[src/include/core_macros.svh]
`ifndef CORE_MACROS_SVH
`define CORE_MACROS_SVH

// datapath and address width
`define XLEN 32

// first fetch address out of reset
`define RESET_PC 32'h0000_0000

// architectural integer registers
`define NUM_REGS 32

`endif

[src/rtl/rv_isa_pkg.sv]
package rv_isa_pkg;

	typedef enum logic [6:0] {
		opc_lui    = 7'b0110111,
		opc_auipc  = 7'b0010111,
		opc_jal    = 7'b1101111,
		opc_jalr   = 7'b1100111,
		opc_branch = 7'b1100011,
		opc_store  = 7'b0100011,
		opc_op_imm = 7'b0010011,
		opc_op     = 7'b0110011,
		opc_system = 7'b1110011 // only csrrw / csrrs used
	} opcode_e;

	typedef enum logic [2:0] {
		type_r = 3'd0,
		type_i = 3'd1,
		type_s = 3'd2,
		type_b = 3'd3,
		type_u = 3'd4,
		type_j = 3'd5
	} inst_type_e;

	typedef enum logic [3:0] {
		alu_add   = 4'd0,
		alu_sub   = 4'd1,
		alu_and   = 4'd2,
		alu_xor   = 4'd3,
		alu_or    = 4'd4,
		alu_srl   = 4'd5,
		alu_sra   = 4'd6,
		alu_sll   = 4'd7,
		alu_less  = 4'd8, // slt / slti
		alu_uless = 4'd9  // sltu / sltiu
	} alu_op_e;

	// machine-mode csrs implemented by the core
	typedef enum logic [11:0] {
		csr_mtvec    = 12'h305,
		csr_mscratch = 12'h340,
		csr_mepc     = 12'h341,
		csr_mcause   = 12'h342
	} csr_addr_e;

endpackage

[src/rtl/core_pkg.sv]
`include "core_macros.svh"

package core_pkg;

	// one instruction after decode and register read
	typedef struct packed {
		rv_isa_pkg::opcode_e    opcode;
		rv_isa_pkg::inst_type_e inst_type;
		logic [2:0]             funct3;
		logic [6:0]             funct7;
		logic [4:0]             rd;
		logic                   rf_wen;    // rd write, already false for x0
		logic                   csr_en;    // csrrw or csrrs
		rv_isa_pkg::csr_addr_e  csr_addr;
		logic [`XLEN-1:0]       imm;       // sign extended
		logic [`XLEN-1:0]       pc;
		logic [`XLEN-1:0]       src1;
		logic [`XLEN-1:0]       src2;
	} decoded_t;

	// execute unit output towards write-back
	typedef struct packed {
		logic [`XLEN-1:0] val;         // alu result, link value or store address
		logic             jump_taken;
		logic [`XLEN-1:0] jump_target;
		logic [3:0]       wmask;       // unshifted byte mask
		logic [`XLEN-1:0] csr_wdata;
	} exu_result_t;

endpackage

[src/rtl/regfile.sv]
`timescale 1ns/100ps
`include "core_macros.svh"

module regfile (
	input  logic             clk,
	input  logic             rst,
	input  logic [4:0]       raddr1,
	input  logic [4:0]       raddr2,
	output logic [`XLEN-1:0] rdata1,
	output logic [`XLEN-1:0] rdata2,
	input  logic             wen,
	input  logic [4:0]       waddr,
	input  logic [`XLEN-1:0] wdata
);

	logic [`XLEN-1:0] regs [`NUM_REGS];

	always_ff @(posedge clk) begin
		if (rst) begin
			for (int i = 0; i < `NUM_REGS; i++) begin
				regs[i] <= '0;
			end
		end else if (wen && waddr != 5'd0) begin // x0 stays hardwired
			regs[waddr] <= wdata;
		end
	end

	assign rdata1 = regs[raddr1];
	assign rdata2 = regs[raddr2];

	// x0 must survive every write-back the core issues
	a_x0_zero: assert property (@(posedge clk) disable iff (rst)
		regs[0] == '0)
		else $error("regfile: x0 holds a non-zero value");

endmodule

[src/rtl/idu.sv]
`timescale 1ns/100ps
`include "core_macros.svh"

module idu (
	input  logic               [`XLEN-1:0] inst,
	input  logic               [`XLEN-1:0] pc,
	input  logic               [`XLEN-1:0] rdata1,
	input  logic               [`XLEN-1:0] rdata2,
	output logic               [4:0]       raddr1,
	output logic               [4:0]       raddr2,
	output core_pkg::decoded_t             dec
);

	import rv_isa_pkg::*;

	opcode_e          opcode;
	inst_type_e       inst_type;
	logic [2:0]       funct3;
	logic [4:0]       rd;
	logic             wr_class;  // opcode class that writes rd
	logic             csr_en;
	logic [`XLEN-1:0] imm;

	assign opcode = opcode_e'(inst[6:0]);
	assign funct3 = inst[14:12];
	assign rd     = inst[11:7];
	assign raddr1 = inst[19:15];
	assign raddr2 = inst[24:20];

	assign csr_en = (opcode == opc_system) && (funct3 == 3'b001 || funct3 == 3'b010);

	// format and write class per opcode
	always_comb begin
		inst_type = type_r;
		wr_class  = 1'b0;
		case (opcode)
			opc_lui, opc_auipc: begin
				inst_type = type_u;
				wr_class  = 1'b1;
			end
			opc_jal: begin
				inst_type = type_j;
				wr_class  = 1'b1;
			end
			opc_jalr, opc_op_imm: begin
				inst_type = type_i;
				wr_class  = 1'b1;
			end
			opc_branch: inst_type = type_b;
			opc_store:  inst_type = type_s;
			opc_op:     wr_class  = 1'b1;
			opc_system: begin
				inst_type = type_i;
				wr_class  = csr_en; // other system encodings are no-ops
			end
			default: ; // unknown opcode, nothing written
		endcase
	end

	always_comb begin
		case (inst_type)
			type_i:  imm = {{20{inst[31]}}, inst[31:20]};
			type_s:  imm = {{20{inst[31]}}, inst[31:25], inst[11:7]};
			type_b:  imm = {{19{inst[31]}}, inst[31], inst[7], inst[30:25], inst[11:8], 1'b0};
			type_u:  imm = {inst[31:12], 12'b0};
			type_j:  imm = {{11{inst[31]}}, inst[31], inst[19:12], inst[20], inst[30:21], 1'b0};
			default: imm = '0; // r-type has none
		endcase
	end

	assign dec = '{
		opcode:    opcode,
		inst_type: inst_type,
		funct3:    funct3,
		funct7:    inst[31:25],
		rd:        rd,
		rf_wen:    wr_class && (rd != 5'd0),
		csr_en:    csr_en,
		csr_addr:  csr_addr_e'(inst[31:20]),
		imm:       imm,
		pc:        pc,
		src1:      rdata1,
		src2:      rdata2
	};

endmodule

[src/rtl/exu.sv]
`timescale 1ns/100ps
`include "core_macros.svh"

module exu (
	input  core_pkg::decoded_t    dec,
	input  logic [`XLEN-1:0]      csr_val,
	output core_pkg::exu_result_t res
);

	import rv_isa_pkg::*;

	logic [`XLEN-1:0] lop;
	logic [`XLEN-1:0] rop;
	alu_op_e          alu_op;
	logic [`XLEN-1:0] alu_val;
	logic             br_cond;
	logic             is_jalr;
	logic             jump_taken;
	logic [`XLEN-1:0] target_sum;
	logic [3:0]       wmask;
	logic [`XLEN-1:0] csr_wdata;

	// operand select
	always_comb begin
		case (dec.opcode)
			opc_lui: begin
				lop = '0;
				rop = dec.imm;
			end
			opc_auipc: begin
				lop = dec.pc;
				rop = dec.imm;
			end
			opc_jal, opc_jalr: begin // link value
				lop = dec.pc;
				rop = 32'd4;
			end
			opc_op_imm, opc_store: begin // store gives effective address
				lop = dec.src1;
				rop = dec.imm;
			end
			opc_op: begin
				lop = dec.src1;
				rop = dec.src2;
			end
			default: begin
				lop = '0;
				rop = '0;
			end
		endcase
	end

	always_comb begin
		alu_op = alu_add;
		if (dec.opcode == opc_op || dec.opcode == opc_op_imm) begin
			case (dec.funct3)
				3'b000: alu_op = (dec.inst_type == type_r && dec.funct7[5]) ? alu_sub : alu_add;
				3'b001: alu_op = alu_sll;
				3'b010: alu_op = alu_less;
				3'b011: alu_op = alu_uless;
				3'b100: alu_op = alu_xor;
				3'b101: alu_op = dec.funct7[5] ? alu_sra : alu_srl; // imm[10] for srai
				3'b110: alu_op = alu_or;
				default: alu_op = alu_and;
			endcase
		end
	end

	always_comb begin
		case (alu_op)
			alu_sub:   alu_val = lop - rop;
			alu_and:   alu_val = lop & rop;
			alu_xor:   alu_val = lop ^ rop;
			alu_or:    alu_val = lop | rop;
			alu_srl:   alu_val = lop >> rop[4:0];
			alu_sra:   alu_val = $signed(lop) >>> rop[4:0];
			alu_sll:   alu_val = lop << rop[4:0];
			alu_less:  alu_val = {31'b0, $signed(lop) < $signed(rop)};
			alu_uless: alu_val = {31'b0, lop < rop};
			default:   alu_val = lop + rop;
		endcase
	end

	// branch comparator, always on the register operands
	always_comb begin
		case (dec.funct3)
			3'b000:  br_cond = dec.src1 == dec.src2;
			3'b001:  br_cond = dec.src1 != dec.src2;
			3'b100:  br_cond = $signed(dec.src1) < $signed(dec.src2);
			3'b101:  br_cond = $signed(dec.src1) >= $signed(dec.src2);
			3'b110:  br_cond = dec.src1 < dec.src2;
			3'b111:  br_cond = dec.src1 >= dec.src2;
			default: br_cond = 1'b0;
		endcase
	end

	assign is_jalr    = dec.opcode == opc_jalr;
	assign jump_taken = (dec.inst_type == type_j) || is_jalr ||
	                    (dec.inst_type == type_b && br_cond);
	assign target_sum = (is_jalr ? dec.src1 : dec.pc) + dec.imm;

	always_comb begin
		case (dec.funct3[1:0])
			2'b00:   wmask = 4'h1; // sb
			2'b01:   wmask = 4'h3; // sh
			2'b10:   wmask = 4'hf; // sw
			default: wmask = 4'h0;
		endcase
	end

	always_comb begin
		case (dec.funct3)
			3'b001:  csr_wdata = dec.src1;           // csrrw
			3'b010:  csr_wdata = dec.src1 | csr_val; // csrrs
			default: csr_wdata = '0;
		endcase
	end

	assign res = '{
		val:         alu_val,
		jump_taken:  jump_taken,
		jump_target: {target_sum[31:1], target_sum[0] & ~is_jalr},
		wmask:       wmask,
		csr_wdata:   csr_wdata
	};

	// format classification from idu must never make an alu op redirect fetch
	always_comb begin
		if (dec.opcode inside {opc_op, opc_op_imm, opc_lui, opc_auipc}) begin
			a_no_alu_jump: assert final (!res.jump_taken)
				else $error("exu: jump taken on an alu-class instruction");
		end
	end

endmodule

[src/rtl/wbu.sv]
`timescale 1ns/100ps
`include "core_macros.svh"

module wbu (
	input  logic                  clk,
	input  logic                  rst,
	input  core_pkg::decoded_t    dec,
	input  core_pkg::exu_result_t res,
	output logic [`XLEN-1:0]      csr_val,
	output logic                  rf_wen,
	output logic [4:0]            rf_waddr,
	output logic [`XLEN-1:0]      rf_wdata,
	output logic [`XLEN-1:0]      pc,
	output logic                  dmem_wen,
	output logic [`XLEN-1:0]      dmem_addr,
	output logic [`XLEN-1:0]      dmem_wdata,
	output logic [3:0]            dmem_wmask,
	output logic                  retire
);

	import rv_isa_pkg::*;

	logic             run;  // low for the cycle right after reset
	logic [`XLEN-1:0] mscratch;
	logic [`XLEN-1:0] mtvec;
	logic [`XLEN-1:0] mepc;
	logic [`XLEN-1:0] mcause;
	logic [1:0]       lane;

	always_ff @(posedge clk) begin
		if (rst) begin
			run <= 1'b0;
		end else begin
			run <= 1'b1;
		end
	end

	always_ff @(posedge clk) begin
		if (rst) begin
			pc <= `RESET_PC;
		end else if (run) begin
			pc <= res.jump_taken ? res.jump_target : pc + 32'd4;
		end
	end

	always_ff @(posedge clk) begin
		if (rst) begin
			mscratch <= '0;
			mtvec    <= '0;
			mepc     <= '0;
			mcause   <= '0;
		end else if (run && dec.csr_en) begin
			case (dec.csr_addr)
				csr_mscratch: mscratch <= res.csr_wdata;
				csr_mtvec:    mtvec    <= res.csr_wdata;
				csr_mepc:     mepc     <= res.csr_wdata;
				csr_mcause:   mcause   <= res.csr_wdata;
				default: ; // unimplemented csr, write dropped
			endcase
		end
	end

	always_comb begin
		case (dec.csr_addr)
			csr_mscratch: csr_val = mscratch;
			csr_mtvec:    csr_val = mtvec;
			csr_mepc:     csr_val = mepc;
			csr_mcause:   csr_val = mcause;
			default:      csr_val = '0;
		endcase
	end

	assign rf_wen   = run && dec.rf_wen;
	assign rf_waddr = dec.rd;
	assign rf_wdata = dec.csr_en ? csr_val : res.val; // csr ops return the old value

	assign lane       = res.val[1:0];
	assign dmem_wen   = run && (dec.opcode == opc_store);
	assign dmem_addr  = {res.val[31:2], 2'b00};
	assign dmem_wdata = dec.src2 << {lane, 3'b000};
	assign dmem_wmask = res.wmask << lane;
	assign retire     = run;

	// idu decode must keep stores and register writes apart
	a_store_no_rf: assert property (@(posedge clk) disable iff (rst)
		!(dmem_wen && rf_wen))
		else $error("wbu: store and register write in the same cycle");

endmodule

[src/rtl/cpu_top.sv]
`timescale 1ns/100ps
`include "core_macros.svh"

module cpu_top (
	input  logic             clk,
	input  logic             rst,
	output logic [`XLEN-1:0] imem_addr,
	input  logic [`XLEN-1:0] imem_rdata,
	output logic             dmem_wen,
	output logic [`XLEN-1:0] dmem_addr,
	output logic [`XLEN-1:0] dmem_wdata,
	output logic [3:0]       dmem_wmask,
	output logic             retire,
	output logic [`XLEN-1:0] retire_pc
);

	import core_pkg::*;

	decoded_t         dec;
	exu_result_t      res;
	logic [4:0]       raddr1;
	logic [4:0]       raddr2;
	logic [`XLEN-1:0] rdata1;
	logic [`XLEN-1:0] rdata2;
	logic             rf_wen;
	logic [4:0]       rf_waddr;
	logic [`XLEN-1:0] rf_wdata;
	logic [`XLEN-1:0] csr_val;
	logic [`XLEN-1:0] pc;

	regfile regfile_inst (
		.clk    (clk),
		.rst    (rst),
		.raddr1 (raddr1),
		.raddr2 (raddr2),
		.rdata1 (rdata1),
		.rdata2 (rdata2),
		.wen    (rf_wen),
		.waddr  (rf_waddr),
		.wdata  (rf_wdata)
	);

	idu idu_inst (
		.inst   (imem_rdata),
		.pc     (pc),
		.rdata1 (rdata1),
		.rdata2 (rdata2),
		.raddr1 (raddr1),
		.raddr2 (raddr2),
		.dec    (dec)
	);

	exu exu_inst (
		.dec     (dec),
		.csr_val (csr_val),
		.res     (res)
	);

	wbu wbu_inst (
		.clk        (clk),
		.rst        (rst),
		.dec        (dec),
		.res        (res),
		.csr_val    (csr_val),
		.rf_wen     (rf_wen),
		.rf_waddr   (rf_waddr),
		.rf_wdata   (rf_wdata),
		.pc         (pc),
		.dmem_wen   (dmem_wen),
		.dmem_addr  (dmem_addr),
		.dmem_wdata (dmem_wdata),
		.dmem_wmask (dmem_wmask),
		.retire     (retire)
	);

	assign imem_addr = pc;
	assign retire_pc = pc; // single cycle, fetch pc is the retiring pc

endmodule

[config.mk]
export PLATFORM = sky130hd
export DESIGN_NAME = cpu_top
export DESIGN_NICKNAME = d
export VERILOG_FILES = /design/src/rtl/rv_isa_pkg.sv /design/src/rtl/core_pkg.sv /design/src/rtl/regfile.sv /design/src/rtl/idu.sv /design/src/rtl/exu.sv /design/src/rtl/wbu.sv /design/src/rtl/cpu_top.sv
export VERILOG_INCLUDE_DIRS = /design/src /design/src/include
export SDC_FILE = /design/constraint.sdc
export NUM_CORES = 2
export LEC_CHECK = 0
export BUFFER_PORTS_ARGS = -buffer_cell sky130_fd_sc_hd__buf_2
export CAP_MARGIN = 20
export CORE_ASPECT_RATIO = 1.4
export CORE_MARGIN = 2
export CORE_UTILIZATION = 42
export DETAILED_ROUTE_END_ITERATION = 10
export SETUP_SLACK_MARGIN = 0.15
export SLEW_MARGIN = 15
export SYNTH_ARGS = -nofsm -noshare
export SYNTH_HDL_FRONTEND = slang
export SYNTH_SLANG_ARGS = --single-unit
[constraint.sdc]
create_clock -name clk -period 9.6 [get_ports clk]
set_input_delay 1.92 -clock clk [delete_from_list [all_inputs] [get_ports clk]]
set_output_delay 1.92 -clock clk [all_outputs]
set_load 0.005 [all_outputs]
---- Word level (Yosys, flattened, before mapping) ----
Memory sizes are Yosys's and may differ from the RTL's.
Cells that the tools add are included.
word-level totals
  register bits after elaboration ......... 161
  bits in latches ......................... 0
  memory bits (writable) .................. 1,024
  ROM bits ................................ 0
  input port bits ......................... 34
  output and inout bits ................... 134
  word-level logic and storage cells ...... 120
  memories kept ........................... 1
memory list
  memory             depth  bits a word  read ports  clocked after Yosys merged registers in  write ports  line           source
  regfile_inst.regs  32     32           2           0                                        32           regfile.sv:16  logic [`XLEN-1:0] regs [`NUM_REGS];
operators by class
  add/subtract/negate cells ............... 4
  multipliers ............................. 0
  divide/modulo/power cells ............... 0
  $lt $le $gt $ge ......................... 6
  equal/unequal tests ..................... 38
  shift operators ......................... 5
  muxes and demuxes ....................... 26
  bitwise logic cells ..................... 6
  reduce and logical (&&, ||, !) cells .... 28
operators by type and width
  kind                   count
  $pmux 32 s9            1
  $pmux 32 s5            1
  $lt 32x32->1           4
  $mux 32                4
  $pmux 32 s2            2
  $pmux 32 s4            1
  $pmux 32 s3            1
  $add 32x32->32         2
  $ge 32x32->1           2
  $or 32x32->32          2
  $shl 32x5->32          2
  $eq 12x10->1 const B   4
  $add 32x3->32 const B  1
  $and 32x32->32         1
  $eq 32x32->1           1
  $ne 32x32->1           1
  $reduce_or 32->1       1
  $shr 32x5->32          1
  $sshr 32x5->32         1
  $sub 32x32->32         1
  $xor 32x32->32         1
  $eq 7x7->1 const B     4
  $pmux 4 s7             1
  $eq 7x6->1 const B     3
  other kinds (31)       70

---- Depth between registers and ports, before layout ----
  word-level depth ........................ 12
  mapped depth ............................ 30

---- Cells and area by module ----
From an unflattened synthesis, not the netlist that was laid out.
second synthesis, totals
  cell total of the unflattened synthesis .. 8,202
  area total of the unflattened synthesis .. 81,170.3 um^2
modules (own cells, without submodules)
  module   times used  cells each  area each (um^2)  seq. area each (um^2)
  regfile  1           4,605       55,888.6          30,749.5
  exu      1           2,096       13,842.0          0.0
  wbu      1           1,228       9,470.3           3,223.1
  idu      1           241         1,729.2           0.0
  cpu_top  1           32          240.2             0.0

---- Worst setup path before layout ----
No wires, ideal clock.
  path type ............................... input to output
  start ................................... input imem_rdata[20]
  end ..................................... output dmem_addr[29]
  data arrival time ....................... 7.866 ns
  path slack .............................. -0.186 ns
  cell stages on the path ................. 22
  buffers on the path ..................... 5
  cells stage by stage .................... buf_2 buf_2 buf_2 clkbuf_1 buf_1 mux4_2 mux4_2 mux2i_1 o21ai_0 and2_1 ha_1 nand2b_1 a21oi_1 nor3_1 nor3_1 a211oi_1 a221oi_1 a2111oi_0 a21oi_1 o311ai_0 mux2i_1 o211ai_1
between the ends
  longest elaborated chain between the ends .. 4
  elaborated cells between the ends (all ways) .. 12
  classes of those cells .................. add/sub (2); shift (3); mux (3); bitwise (3); memory (1)
ends and longest elaborated chain
  what                                                 line           source
  start, declared                                      cpu_top.sv:8   input logic [`XLEN-1:0] imem_rdata,
  $mem_v2 32x32 / $pmux 32 s5 (equally long branches)  n/a
  $pmux 32 s3 (*)                                      exu.sv:25      case (dec.opcode)
  $add 32x32->32 (tied with other cells)               exu.sv:80      default: alu_val = lop + rop;
  $pmux 32 s9 (*)                                      exu.sv:70      case (alu_op)
  end, declared                                        cpu_top.sv:10  output logic [`XLEN-1:0] dmem_addr,
Every way passes the cells marked *; elsewhere a longest branch is shown, timed or not.

---- Final worst setup path ----
  start ................................... input imem_rdata[15]
  end ..................................... output dmem_addr[26]
between the ends
  longest elaborated chain between the ends .. 4
  elaborated cells between the ends (all ways) .. 13
  classes of those cells .................. add/sub (2); shift (3); mux (4); bitwise (3); memory (1)
ends and longest elaborated chain
  what                                                 line
  $mem_v2 32x32 / $pmux 32 s5 (equally long branches)  n/a
  $pmux 32 s2 / $pmux 32 s3 (equally long branches)    exu.sv:25
  $add 32x32->32 (tied with other cells)               exu.sv:80
  $pmux 32 s9 (*)                                      exu.sv:70
Marked as above.

==> out/qor.yml <==
async_flop_share_pct: 0
post_route_cells_drive_above_1_share_pct: 26.5
netlist_area_sq_um: 74200
start_kind: "primary input"
drt_iter0_drc: 8573
cts_buffers: 109
die_area_sq_um: 180000
period_needed_ns: 9.36
ant_nets: 0
avgSynthCellArea_sq_um: 10.7
fp.dieW_microns: 359
vias: 66200
cp_max_fo: 14
setup_ws_ns: 0.240
ys_seq_area_share_pct: 45.8
power_density_nw_per_um2: 142
ir_drop_mv: 0.159
grt_first_pass_wirelength_microns: 518000
cts_tree: "built"
hold_violations: 0
timing.fmax_ghz: 0.107
synth_ff_type: "edfxtp_1"
dr.pass1.iters: 6
skew_ns: 0.0586
htreeDepth: 3
vias_per_cell: 6.57
wire_per_inst_microns: 37.7
yosysWarnings: 0
synth-edff-count: 1024
holdWs_ns: 0.450
grt_pass1_vias: 64200
drv_slew: 0
ctsRootBufferMaster: "clkbuf_16"
cts.clk_slew.worst_paths_ns: 0.07
port_buffers: 165
status: "finished, final reports clean"
pre_cts_ws_ns: -0.482
num_io_pins: 168
drv_cap: 0
worstSetupEndpointType: "output port"
worst_slew_pin_slew_ns: 1.13
grt_overflow: 0
crit_chain: "buf_2 -> buf_4 -> nor2b_4 -> buf_4 -> a22oi_1 -> a21oi_1 -> nor4_4 -> a22o_1 -> ha_1 -> or3_1 -> nor3_2 -> a211oi_2 -> buf_4 -> a211oi_4 -> a221oi_2 -> o31a_1 -> buf_4 -> o31ai_1 -> mux2i_1 -> a2111oi_2 -> buf_4 -> o21ai_1 -> buf_2"
core_sq_um: 176000
crit_buf_inv: 7
clk_latency_ns: 0.76
top_layer_used: "met5"
drcViolationCount: 0
met3_length_microns: 35700
antenna_found_initial: 43
power_leakage_nw: 33.9
met1_length_microns: 123000
cp_common_cell: "buf_4"
row_count: 182
critPathMaxStageDelay_ns: 0.54
hpwl_microns: 273000
rsz0062_at_grt: "true"
final_nets: 7852
dpl.cell_count: 9792
ys_ff_latch: 1185
routed_wl_microns: 380000
syn_to_final_growth_pct: 19.9
finalInstanceArea_sq_um: 89000
setup_viol: 0
p_total_mw: 12.6
hold_class: "flop to flop"
initial_core_util_pct: 42.3
die_h_microns: 501
clk_path_buf_depth: 3
track_usage_pct: 41.3
path_class: "primary input to output port"
fillers: 15800
relSlewSlack_pct: 24.4
syn_inst: 6946
ys_types: 101
cp_slowest_cell: "a21oi_1"
placed_area_sq_um: 83900
crit_arrival_ns: 7.44
gp_congestion: 1.09
timing.final.crit_share_pct: 97.5
wl_met2_microns: 178000
worstPathRequired_ns: 7.68
grt_max_degree: 94
cts.sinks: 1185
crit_family: "compound AO/OA/AOI/OAI gates"
finalNonFillerCells: 10100
## timing repair
action / 4_1_cts / 5_1_grt
setup buffers: 8 / 24
hold buffers: 0 / 0
pin swaps: 9 / 23
cloned: 12 / 1
gates resized for setup: 67 / 72
setup endpoints to repair: 48 / 52
## sequential cells by signal, indices dropped and copies added (netlist names)
| signal | flops |
|---|---|
| regfile_inst.regs | 1024 |
| wbu_inst.mcause | 32 |
| wbu_inst.mepc | 32 |
| wbu_inst.mscratch | 32 |
| wbu_inst.mtvec | 32 |
| wbu_inst.pc | 32 |
| wbu_inst.retire | 1 |
## cell usage after synthesis (48+ instances only)
cell | instances | area (sq um)
clkbuf_1 | 369 | 1390
buf_2 | 120 | 601
mux2_2 | 72 | 811
nand2_1 | 542 | 2030
xnor2_1 | 65 | 569
inv_1 | 155 | 582
buf_4 | 82 | 616
nor3_1 | 106 | 531
a21o_1 | 63 | 473
nor2_1 | 1159 | 4350
o211ai_1 | 62 | 465
mux4_2 | 303 | 6820
mux2i_1 | 694 | 6950
o21ai_0 | 192 | 961
buf_6 | 48 | 541
a22oi_1 | 290 | 2180
edfxtp_1 | 1024 | 30700
a21oi_1 | 451 | 2260
ha_1 | 166 | 2080
dfxtp_1 | 161 | 3220
nand3_1 | 53 | 265
## worst paths after layout
kind / startpoint / endpoint / slack, ns / depth (start not counted)
worst max register to register: regfile_inst.regs[11][9] / regfile_inst.regs[31][26] / 3.18 / 24
worst min register to register: wbu_inst.mscratch[14] / wbu_inst.mscratch[14] / 0.45 / 2
worst min-delay path: wbu_inst.mscratch[14] / wbu_inst.mscratch[14] / 0.45 / 2
worst max-delay path: imem_rdata[15] / dmem_addr[26] / 0.24 / 23
## metrics by stage
step / setup TNS (ns) / util [%]
2_1_floorplan: 0 / -
3_3_place_gp: -11.85 / 47.8
3_5_place_dp: -16.02 / 47.8
4_1_cts: 0 / 50.3
5_1_grt: 0 / 50.7
6_report: 0 / 50.7
## layer usage
metal  global-route usage [%]  up-vias
met5                        0        -
met4                     38.0       24
met3                     8.67     1468
met2                     67.9     4613
met1                     44.6    32800
li1                         -    27200
## area by class of cell
cell class | count | area, sq um | area share (%)
diodes | 36 | 90.1 | 0.101
clock buffers | 124 | 2810 | 3.15
clock inverters | 77 | 938 | 1.05
inverters | 164 | 623 | 0.700
multi-input cells | 4962 | 37400 | 42.0
flip-flops and latches | 1185 | 34000 | 38.2
well taps | 2300 | 2880 | 3.23
repair buffers | 1227 | 10300 | 11.6
## worst reg2reg max path: cells and delay by family (launching register included)
kind / cells / cell delay, ns
adder cells (fa/ha/maj): 1 / 0.29
multiplexers: 4 / 1.57
buffers and inverters: 6 / 1.07
flip-flops: 1 / 0.42
AND/OR/NAND/NOR: 4 / 0.85
AO/OA/AOI/OAI: 9 / 1.94
## cell usage in the layout, fill, tap and decap left out, drive strengths merged, types with 19 or more instances in the layout
master,count
conb,34
o21ai,229
and3,43
a211oi,33
nor2,1182
clkbuf,126
mux4,303
edfxtp,1024
a22o,36
a221oi,39
a21o,63
nand2,543
nand3,53
clkinv,49
a21oi,452
buf,1217
o22ai,35
nor2b,26
nor4,28
a31oi,27
nor3,106
o211ai,62
o21bai,25
mux2,72
and2,23
a22oi,290
or4,19
xnor2,65
nand2b,35
dfxtp,161
o221ai,31
diode,36
ha,166
inv,168
mux2i,698
a222oi,19
## kinds of logic (layout without fill, tap and decap cells)
family                   count (synthesis)  after routing  synth area share [%]
AND/OR/NAND/NOR                       2127           2127                  12.2
AO/OA/AOI/OAI                         1479           1479                  13.1
flip-flops                            1185           1185                  45.8
multiplexers                          1073           1073                  19.7
buffers and inverters                  832           1592                  5.37
adder cells (fa/ha/maj)                169            169                  2.88
XOR/XNOR                                80             80                 0.944
other                                    1             70               0.00505
## report_power, final
group          switching (mW)  internal (mW)
Clock                    2.08           2.57
Sequential             0.0986           5.74
Combinational            1.31          0.817
Total                    3.49           9.13
(Power assumes the default switching activity.)
